## src/hw/panel_pkg.sv

```systemverilog
`default_nettype none

package panel_pkg;

    // panel geometry
    localparam int ROWS = 8;
    localparam int COLS = 8;

    localparam int FRAME_COUNT = 12;

    // input widths
    localparam int HEAT_LEVEL_W = 3;
    localparam int ICON_REQ_W = 3;

    // glyph numbers, matching the rom table order
    typedef enum logic [3:0] {
        FLAME_0    = 4'd0,
        FLAME_1    = 4'd1,
        FLAME_2    = 4'd2,
        FLAME_3    = 4'd3,
        FLAME_4    = 4'd4,
        FLAME_FULL = 4'd5,
        FAN        = 4'd6,
        STEAM      = 4'd7,
        WARN       = 4'd8,
        LID        = 4'd9,
        BELL       = 4'd10,
        FAULT_ICON = 4'd11
    } frame_id_t;

    // 5..7 are treated as no request
    typedef enum logic [ICON_REQ_W-1:0] {
        ICON_NONE  = 3'd0,
        ICON_FAN   = 3'd1,
        ICON_STEAM = 3'd2,
        ICON_LID   = 3'd3,
        ICON_BELL  = 3'd4
    } icon_req_t;

    typedef enum logic [1:0] {
        IDLE     = 2'd0,
        HEAT     = 2'd1,
        OVERTEMP = 2'd2,
        FAULT    = 2'd3
    } seq_state_t;

endpackage

`default_nettype wire

```

## src/hw/glyph_rom.sv

```systemverilog
`default_nettype none
`timescale 1ns/1ps

module glyph_rom import panel_pkg::*; (
    input  frame_id_t        frame,
    input  logic [2:0]       row_index,
    output logic [COLS-1:0]  glyph
);

    always_comb
    begin
        glyph = '0; // rows not listed stay dark
        case (frame)
            FLAME_0:
            begin
                case (row_index)
                    3'd2, 3'd5: glyph = 8'b0001_1000;
                    3'd3, 3'd4: glyph = 8'b0011_1100;
                    default:    glyph = 8'b0000_0000;
                endcase
            end
            FLAME_1:
            begin
                case (row_index)
                    3'd2, 3'd5: glyph = 8'b0011_1000;
                    3'd3, 3'd4: glyph = 8'b0111_1100;
                    default:    glyph = 8'b0000_0000;
                endcase
            end
            FLAME_2:
            begin
                case (row_index)
                    3'd2, 3'd5: glyph = 8'b0011_1100;
                    3'd3, 3'd4: glyph = 8'b0111_1110;
                    default:    glyph = 8'b0000_0000;
                endcase
            end
            FLAME_3:
            begin
                case (row_index)
                    3'd1, 3'd6:             glyph = 8'b0011_1100;
                    3'd2, 3'd3, 3'd4, 3'd5: glyph = 8'b0111_1110;
                    default:                glyph = 8'b0000_0000;
                endcase
            end
            FLAME_4:
            begin
                case (row_index)
                    3'd0, 3'd7: glyph = 8'b0011_1100;
                    3'd1, 3'd6: glyph = 8'b0111_1110;
                    default:    glyph = 8'b1111_1111; // rows 2..5 solid
                endcase
            end
            FLAME_FULL:
            begin
                glyph = 8'b1111_1111;
            end
            FAN:
            begin
                case (row_index)
                    3'd0: glyph = 8'b1100_0011;
                    3'd1: glyph = 8'b1110_0011;
                    3'd2: glyph = 8'b1111_0001;
                    3'd3: glyph = 8'b1110_0011;
                    3'd4: glyph = 8'b1100_0111;
                    3'd5: glyph = 8'b1110_0111;
                    3'd6: glyph = 8'b1111_0111;
                    3'd7: glyph = 8'b1111_1011;
                    default: glyph = 8'b0000_0000;
                endcase
            end
            STEAM:
            begin
                case (row_index)
                    3'd1: glyph = 8'b0000_0001;
                    3'd2: glyph = 8'b1000_0001;
                    3'd3: glyph = 8'b1100_0011;
                    3'd4: glyph = 8'b1000_0011;
                    3'd5: glyph = 8'b1100_0111;
                    3'd6: glyph = 8'b1110_0111;
                    3'd7: glyph = 8'b1111_0011;
                    default: glyph = 8'b0000_0000;
                endcase
            end
            WARN:
            begin
                case (row_index)
                    3'd1: glyph = 8'b0011_1000;
                    3'd2: glyph = 8'b0100_0100;
                    3'd3: glyph = 8'b0101_1010;
                    3'd4: glyph = 8'b0100_1010;
                    3'd5: glyph = 8'b0011_0010;
                    3'd6: glyph = 8'b1100_0100;
                    3'd7: glyph = 8'b0011_1000;
                    default: glyph = 8'b0000_0000;
                endcase
            end
            LID:
            begin
                case (row_index)
                    3'd2: glyph = 8'b0110_0000;
                    3'd3: glyph = 8'b1111_1100;
                    3'd4: glyph = 8'b0011_1111;
                    3'd5: glyph = 8'b0011_1110;
                    3'd6: glyph = 8'b0001_1100;
                    default: glyph = 8'b0000_0000;
                endcase
            end
            BELL:
            begin
                case (row_index)
                    3'd2:       glyph = 8'b0001_1000;
                    3'd3:       glyph = 8'b0011_1100;
                    3'd4, 3'd5: glyph = 8'b0111_1110;
                    3'd6:       glyph = 8'b0010_0100; // clapper
                    default:    glyph = 8'b0000_0000;
                endcase
            end
            FAULT_ICON:
            begin
                case (row_index)
                    3'd0: glyph = 8'b1110_0000;
                    3'd1: glyph = 8'b0110_0000;
                    3'd2: glyph = 8'b1110_0000;
                    3'd3: glyph = 8'b0011_0000;
                    3'd4: glyph = 8'b0011_0001;
                    3'd5: glyph = 8'b0011_0011;
                    3'd6: glyph = 8'b0011_1110;
                    3'd7: glyph = 8'b0001_1100;
                    default: glyph = 8'b0000_0000;
                endcase
            end
            default:
            begin
                glyph = '0;
            end
        endcase
    end

endmodule

`default_nettype wire

```

## src/hw/heater_panel_top.sv

```systemverilog
`default_nettype none
`timescale 1ns/1ps

module heater_panel_top import panel_pkg::*; (
    input  logic                     clk,
    input  logic                     rst,
    input  logic                     st,
    input  logic                     temp,
    input  logic [HEAT_LEVEL_W-1:0]  heat_level,
    input  icon_req_t                icon_req,
    input  logic                     fault,
    output logic [ROWS-1:0]          row,
    output logic [COLS-1:0]          colr,
    output logic [COLS-1:0]          colg
);

    frame_id_t  frame; // sequencer to scanner

    stage_sequencer u_seq (
        .clk        (clk),
        .rst        (rst),
        .st         (st),
        .temp       (temp),
        .heat_level (heat_level),
        .icon_req   (icon_req),
        .fault      (fault),
        .frame      (frame)
    );

    // temp also feeds the scanner directly for the red rule
    matrix_scan u_scan (
        .clk   (clk),
        .rst   (rst),
        .st    (st),
        .temp  (temp),
        .frame (frame),
        .row   (row),
        .colr  (colr),
        .colg  (colg)
    );

endmodule

`default_nettype wire

```

## src/hw/matrix_scan.sv

```systemverilog
`default_nettype none
`timescale 1ns/1ps

module matrix_scan import panel_pkg::*; (
    input  logic             clk,
    input  logic             rst,
    input  logic             st,
    input  logic             temp,
    input  frame_id_t        frame,
    output logic [ROWS-1:0]  row,
    output logic [COLS-1:0]  colr,
    output logic [COLS-1:0]  colg
);

    frame_id_t         disp_frame;
    logic [2:0]        row_idx;
    logic [COLS-1:0]   glyph;
    logic              red_on;

    glyph_rom u_rom (
        .frame     (disp_frame),
        .row_index (row_idx),
        .glyph     (glyph)
    );

    // orange under over-temperature, alert icons always red
    assign red_on = temp || (disp_frame inside {STEAM, LID, FAULT_ICON});

    always_ff @(posedge clk or posedge rst)
    begin
        if (rst)
        begin
            disp_frame <= FLAME_0;
            row_idx    <= 3'd0;
        end
        else if (!st)
        begin
            disp_frame <= FLAME_0;
            row_idx    <= 3'd0; // next scan starts at row 0
        end
        else
        begin
            disp_frame <= frame;
            row_idx    <= row_idx + 3'd1; // wraps 7 -> 0
        end
    end

    // row strobe and both column buses move together
    always_ff @(posedge clk or posedge rst)
    begin
        if (rst)
        begin
            row  <= '1;
            colg <= '0;
            colr <= '0;
        end
        else if (!st)
        begin
            row  <= '1; // panel blank
            colg <= '0;
            colr <= '0;
        end
        else
        begin
            row  <= ~(ROWS'(1) << row_idx);
            colg <= glyph;
            colr <= red_on ? glyph : '0;
        end
    end

    // one row driven once the scan has run a clock
    a_one_row: assert property (@(posedge clk) disable iff (rst)
        $past(st && !rst) |-> $countones(~row) == 1);

    a_blank: assert property (@(posedge clk) disable iff (rst)
        !$past(st) |-> (row == '1 && colg == '0 && colr == '0));

    // red never lights a dot that green leaves off
    a_red_in_green: assert property (@(posedge clk) disable iff (rst)
        (colr & ~colg) == '0);

endmodule

`default_nettype wire

```

## src/hw/stage_sequencer.sv

```systemverilog
`default_nettype none
`timescale 1ns/1ps

module stage_sequencer import panel_pkg::*; (
    input  logic                     clk,
    input  logic                     rst,
    input  logic                     st,
    input  logic                     temp,
    input  logic [HEAT_LEVEL_W-1:0]  heat_level,
    input  icon_req_t                icon_req,
    input  logic                     fault,
    output frame_id_t                frame
);

    seq_state_t  state;
    seq_state_t  state_next;
    frame_id_t   heat_frame;
    frame_id_t   frame_next;

    // levels above the flame steps saturate
    assign heat_frame = (heat_level > 3'd5) ? FLAME_FULL : frame_id_t'({1'b0, heat_level});

    always_comb
    begin
        state_next = state;
        case (state)
            IDLE:     if (st) state_next = HEAT;
            HEAT:
            begin
                if (fault)
                    state_next = FAULT;
                else if (temp)
                    state_next = OVERTEMP;
            end
            OVERTEMP:
            begin
                if (fault)
                    state_next = FAULT;
                else if (!temp)
                    state_next = HEAT;
            end
            FAULT:    state_next = FAULT; // held until st drops
            default:  state_next = IDLE;
        endcase
        if (!st)
            state_next = IDLE;
    end

    // frame follows the state being entered
    always_comb
    begin
        case (state_next)
            OVERTEMP: frame_next = WARN;
            FAULT:    frame_next = FAULT_ICON;
            HEAT:
            begin
                case (icon_req)
                    ICON_FAN:   frame_next = FAN;
                    ICON_STEAM: frame_next = STEAM;
                    ICON_LID:   frame_next = LID;
                    ICON_BELL:  frame_next = BELL;
                    default:    frame_next = heat_frame;
                endcase
            end
            default:  frame_next = FLAME_0;
        endcase
    end

    always_ff @(posedge clk or posedge rst)
    begin
        if (rst)
        begin
            state <= IDLE;
            frame <= FLAME_0;
        end
        else
        begin
            state <= state_next;
            frame <= frame_next;
        end
    end

    a_frame_range: assert property (@(posedge clk) disable iff (rst)
        frame < FRAME_COUNT);

    // fault clears only by going back to idle
    a_fault_exit: assert property (@(posedge clk) disable iff (rst)
        state == FAULT |=> state inside {FAULT, IDLE});

endmodule

`default_nettype wire

```

## config.mk

```make
export PLATFORM = sky130hd
export DESIGN_NAME = heater_panel_top
export DESIGN_NICKNAME = d
export VERILOG_FILES = /design/src/hw/panel_pkg.sv /design/src/hw/glyph_rom.sv /design/src/hw/heater_panel_top.sv /design/src/hw/matrix_scan.sv /design/src/hw/stage_sequencer.sv
export SDC_FILE = /design/constraint.sdc
export NUM_CORES = 1
export LEC_CHECK = 0
export ABC_CLOCK_PERIOD_IN_PS = 3100
export BUFFER_PORTS_ARGS = -buffer_cell sky130_fd_sc_hd__buf_2
export CAP_MARGIN = 0
export CORE_MARGIN = 4
export CORE_UTILIZATION = 57
export DETAILED_ROUTE_END_ITERATION = 8
export GPL_TIMING_DRIVEN = 0
export PLACE_DENSITY = 0.83
export SYNTH_ARGS = -nofsm -noshare
export SYNTH_HDL_FRONTEND = slang
export SYNTH_SLANG_ARGS = --single-unit
```

## constraint.sdc

```tcl
create_clock -name clk -period 3.1 [get_ports clk]
set_input_delay 0.465 -clock clk [delete_from_list [all_inputs] [get_ports clk]]
set_output_delay 0.465 -clock clk [all_outputs]
set_load 0.03 [all_outputs]
```

==> impl_results.md <==
* Ports at 35
* Clk sinks at 37
* Drt first-iter violations at approximately 140
* Worst slew pin tran at approximately 0.7 ns
* Drt drc at 0
* H-Tree Depth at 2
* # rows at 22
* Inserted Diodes at 0
* Fin. Hold Viols at 0
* Leading cell type in the layout, fill and taps excluded: buf_2
* CTS tree: done
* Drt first pass iters at 5
* Starting Density at 0.6063
* CTS Hold Bufs at 0
* Root buffer cell: clkbuf_8
* Gate Count Post-Synth at roughly 240
* Largest net degree at the start of global routing at 38
* Post-synth ARST share at 1.000
* WP data arrival at around 3 ns
* FILL cells at 298
* Die X at approximately 71 um
* Slew Limit Fails at 0
* Gpl congestion at 0.9862
* Critical setup path kind: reg2reg
* Clk buf depth at 2
* Layout area overhead at 16.10%
* RSZ-0062 raised after global routing: false
* Commonest cells after routing, fill and taps aside: buf_2, dfrtp_1, nor2_1
* First-pass GRT wire length at approximately 9500 um
* Final core area utilization at 0.7039
* Main synth FF type: dfrtp_1
* Overall routing resource usage at 0.2376
* Seq/Total Area, Yosys at 0.4123
* Congestion Overflow GR at 0
* Count of cell types in the netlist at 59
* Synthesized area per cell at 9.418 um2
* Core region area at 3744 um2
* Slew Limit Headroom at 0.5344
* Leak pwr at roughly 1.2 nW
* Routed wire length at ~5700 um
* Die height at 71.10 um
* PD cells at between 400 and 500 nW/um2
* Mapped Nets at about 260
* Hold Crit Class: in2async
* Post-synth EDFFs at 0
* Max Clk Rate at roughly 340 MHz
* Vias per inst at between 6 and 7
* Port buffer count at 34
* Nets@finish at about 310
* CP Launch Type: flop
* Worst endpoint required time at between 3 and 4 ns
* Vias in the first global route at 1953
* Post-layout min period at a little under 3 ns
* Share of cells above drive strength 1 at 0.2517
* Post-route clock period utilization at 0.9365
* Outcome: complete, no violations
* Die area at around 5100 um2
* Clk slew on worst S/H paths at about 0.07 ns
* Worst clock skew at around 0.0039 ns
* Final std cells w/o fill at around 330
* TritonCTS Buffers at 5
* Dpl cells at ~320
* Synthesis-stage register bit count at 37
* Syn Std Cell Area at between 2000 and 2500 um2
* Total number of yosys warnings at 0
* Worst setup EP type: flop
* Via count at 2084
* Setup violations, final at 0
* Max cap viols at 0
* Max FO, Critical Path at 10
* Max VDD drop at ~0.0003 V
* Clock latency on the worst-skew pair at roughly 0.29 ns
* Detail Route Antenna Nets at 0
* Hpwl dp at a little over 4000 um
* Initial antenna violation count at 0
* Wire per inst at roughly 17 um
-- worst paths after layout --
kind | from | endpoint | slack, ns | cells past startpoint
hold reg to reg | u_seq.frame[3] | u_scan.disp_frame[3] | 0.46 | 1
setup / recovery | u_scan.row_idx[2] | u_scan.colg[1] | 0.20 | 11
setup reg to reg | u_scan.row_idx[2] | u_scan.colg[1] | 0.20 | 11
min in group clk | u_seq.frame[3] | u_scan.disp_frame[3] | 0.46 | 1
hold / removal | rst | u_scan.colr[6] | 0.28 | 2
max in group asynchronous | rst | u_scan.row_idx[2] | 2.33 | 2
-- through the flow --
stage          worst slack (ns)  power, mW  cell area [um2]  hold slack (ns)  setup TNS, ns
3_5_place_dp           -0.03254     0.8501             2500           0.4466       -0.04737
6_report                 0.1968      1.198             2635           0.2830              0
5_1_grt                 0.04027      1.262             2635           0.3540              0
3_3_place_gp            0.02169     0.8478             2500           0.4359              0
2_1_floorplan            0.4613     0.7673             2270           0.4337              0
4_1_cts                 0.06734      1.195             2595           0.4632              0
-- power by group --
group / leakage (nW) / internal, mW / switching, mW / total, mW
clock: 0.0445 / 0.180 / 0.164 / 0.344
sequential: 0.470 / 0.518 / 0.0175 / 0.535
combinational: 0.656 / 0.115 / 0.204 / 0.318
total: 1.17 / 0.813 / 0.385 / 1.20
-- routing by layer --
layer / routed length [um] / track usage / part of all wire / vias to the layer above
li1: - / - / - / 961
met3: 715 / 0.05682 / 0.13 / 25
met1: 2220 / 0.3207 / 0.39 / 955
met5: 0 / 0 / 0 / -
met2: 2574 / 0.3697 / 0.46 / 143
met4: 146 / 0.09186 / 0.026 / 0
-- synthesized netlist by cell type (6+ instances only) --
| cell | count | area share |
|---|---|---|
| dfrtp_1 | 29 | 0.32 |
| nor2_1 | 25 | 0.041 |
| nand2_1 | 17 | 0.028 |
| a21oi_1 | 12 | 0.026 |
| o21ai_0 | 12 | 0.026 |
| ha_1 | 11 | 0.061 |
| nor2b_1 | 11 | 0.030 |
| inv_1 | 9 | 0.015 |
| nor3_1 | 9 | 0.020 |
| dfstp_2 | 8 | 0.093 |
| and2_1 | 7 | 0.019 |
| clkbuf_1 | 6 | 0.0099 |
| nand3_1 | 6 | 0.013 |
-- worst max-delay path, stage by stage, from the launching register on --
cell and delay, ns:
dfrtp_2 0.43, buf_6 0.16, clkbuf_4 0.23, clkbuf_4 0.23, inv_1 0.10, ha_1 0.27
buf_2 0.22, nor3_1 0.21, nor2_1 0.07, a221o_1 0.41, a2111oi_4 0.36, nor2_1 0.08
-- flip-flops by register name (all words and copies together) (netlist names) --
register           cells
u_scan.colr            8
u_scan.row_idx         3
u_scan.row             8
u_seq.state            2
u_scan.colg            8
u_seq.frame            4
u_scan.disp_frame      4
-- final cells by class --
| class | count | area (um2) | area share |
|---|---|---|---|
| Multi-Input combinational cell | 181 | 1231 | 0.4672 |
| Sequential cell | 37 | 937.1 | 0.3557 |
| Timing Repair Buffer | 37 | 192.7 | 0.07312 |
| Clock buffer | 7 | 86.33 | 0.03276 |
| Buffer | 14 | 86.33 | 0.03276 |
| Tap cell | 48 | 60.06 | 0.02279 |
| Inverter | 9 | 33.78 | 0.01282 |
| Clock inverter | 1 | 7.507 | 0.002849 |
-- cells by family after synthesis --
group / count (synthesis) / synth area share
fa+ha+maj: 11 / 0.06064
xor+xnor: 2 / 0.007719
flops: 37 / 0.4123
compound gates: 57 / 0.1825
buf+inv: 23 / 0.05071
simple gates: 110 / 0.2817
mux: 1 / 0.004410
-- repair_timing --
item | 4_1_cts | 5_1_grt
resized for setup | 1 | 3
cloned | 0 | 0
endpoints found under the setup margin | 2 | 4
endpoints found under the hold margin | 0 | 0
buffers inserted | 0 | 3
Note: power is estimated with default switching activity, not from simulation.
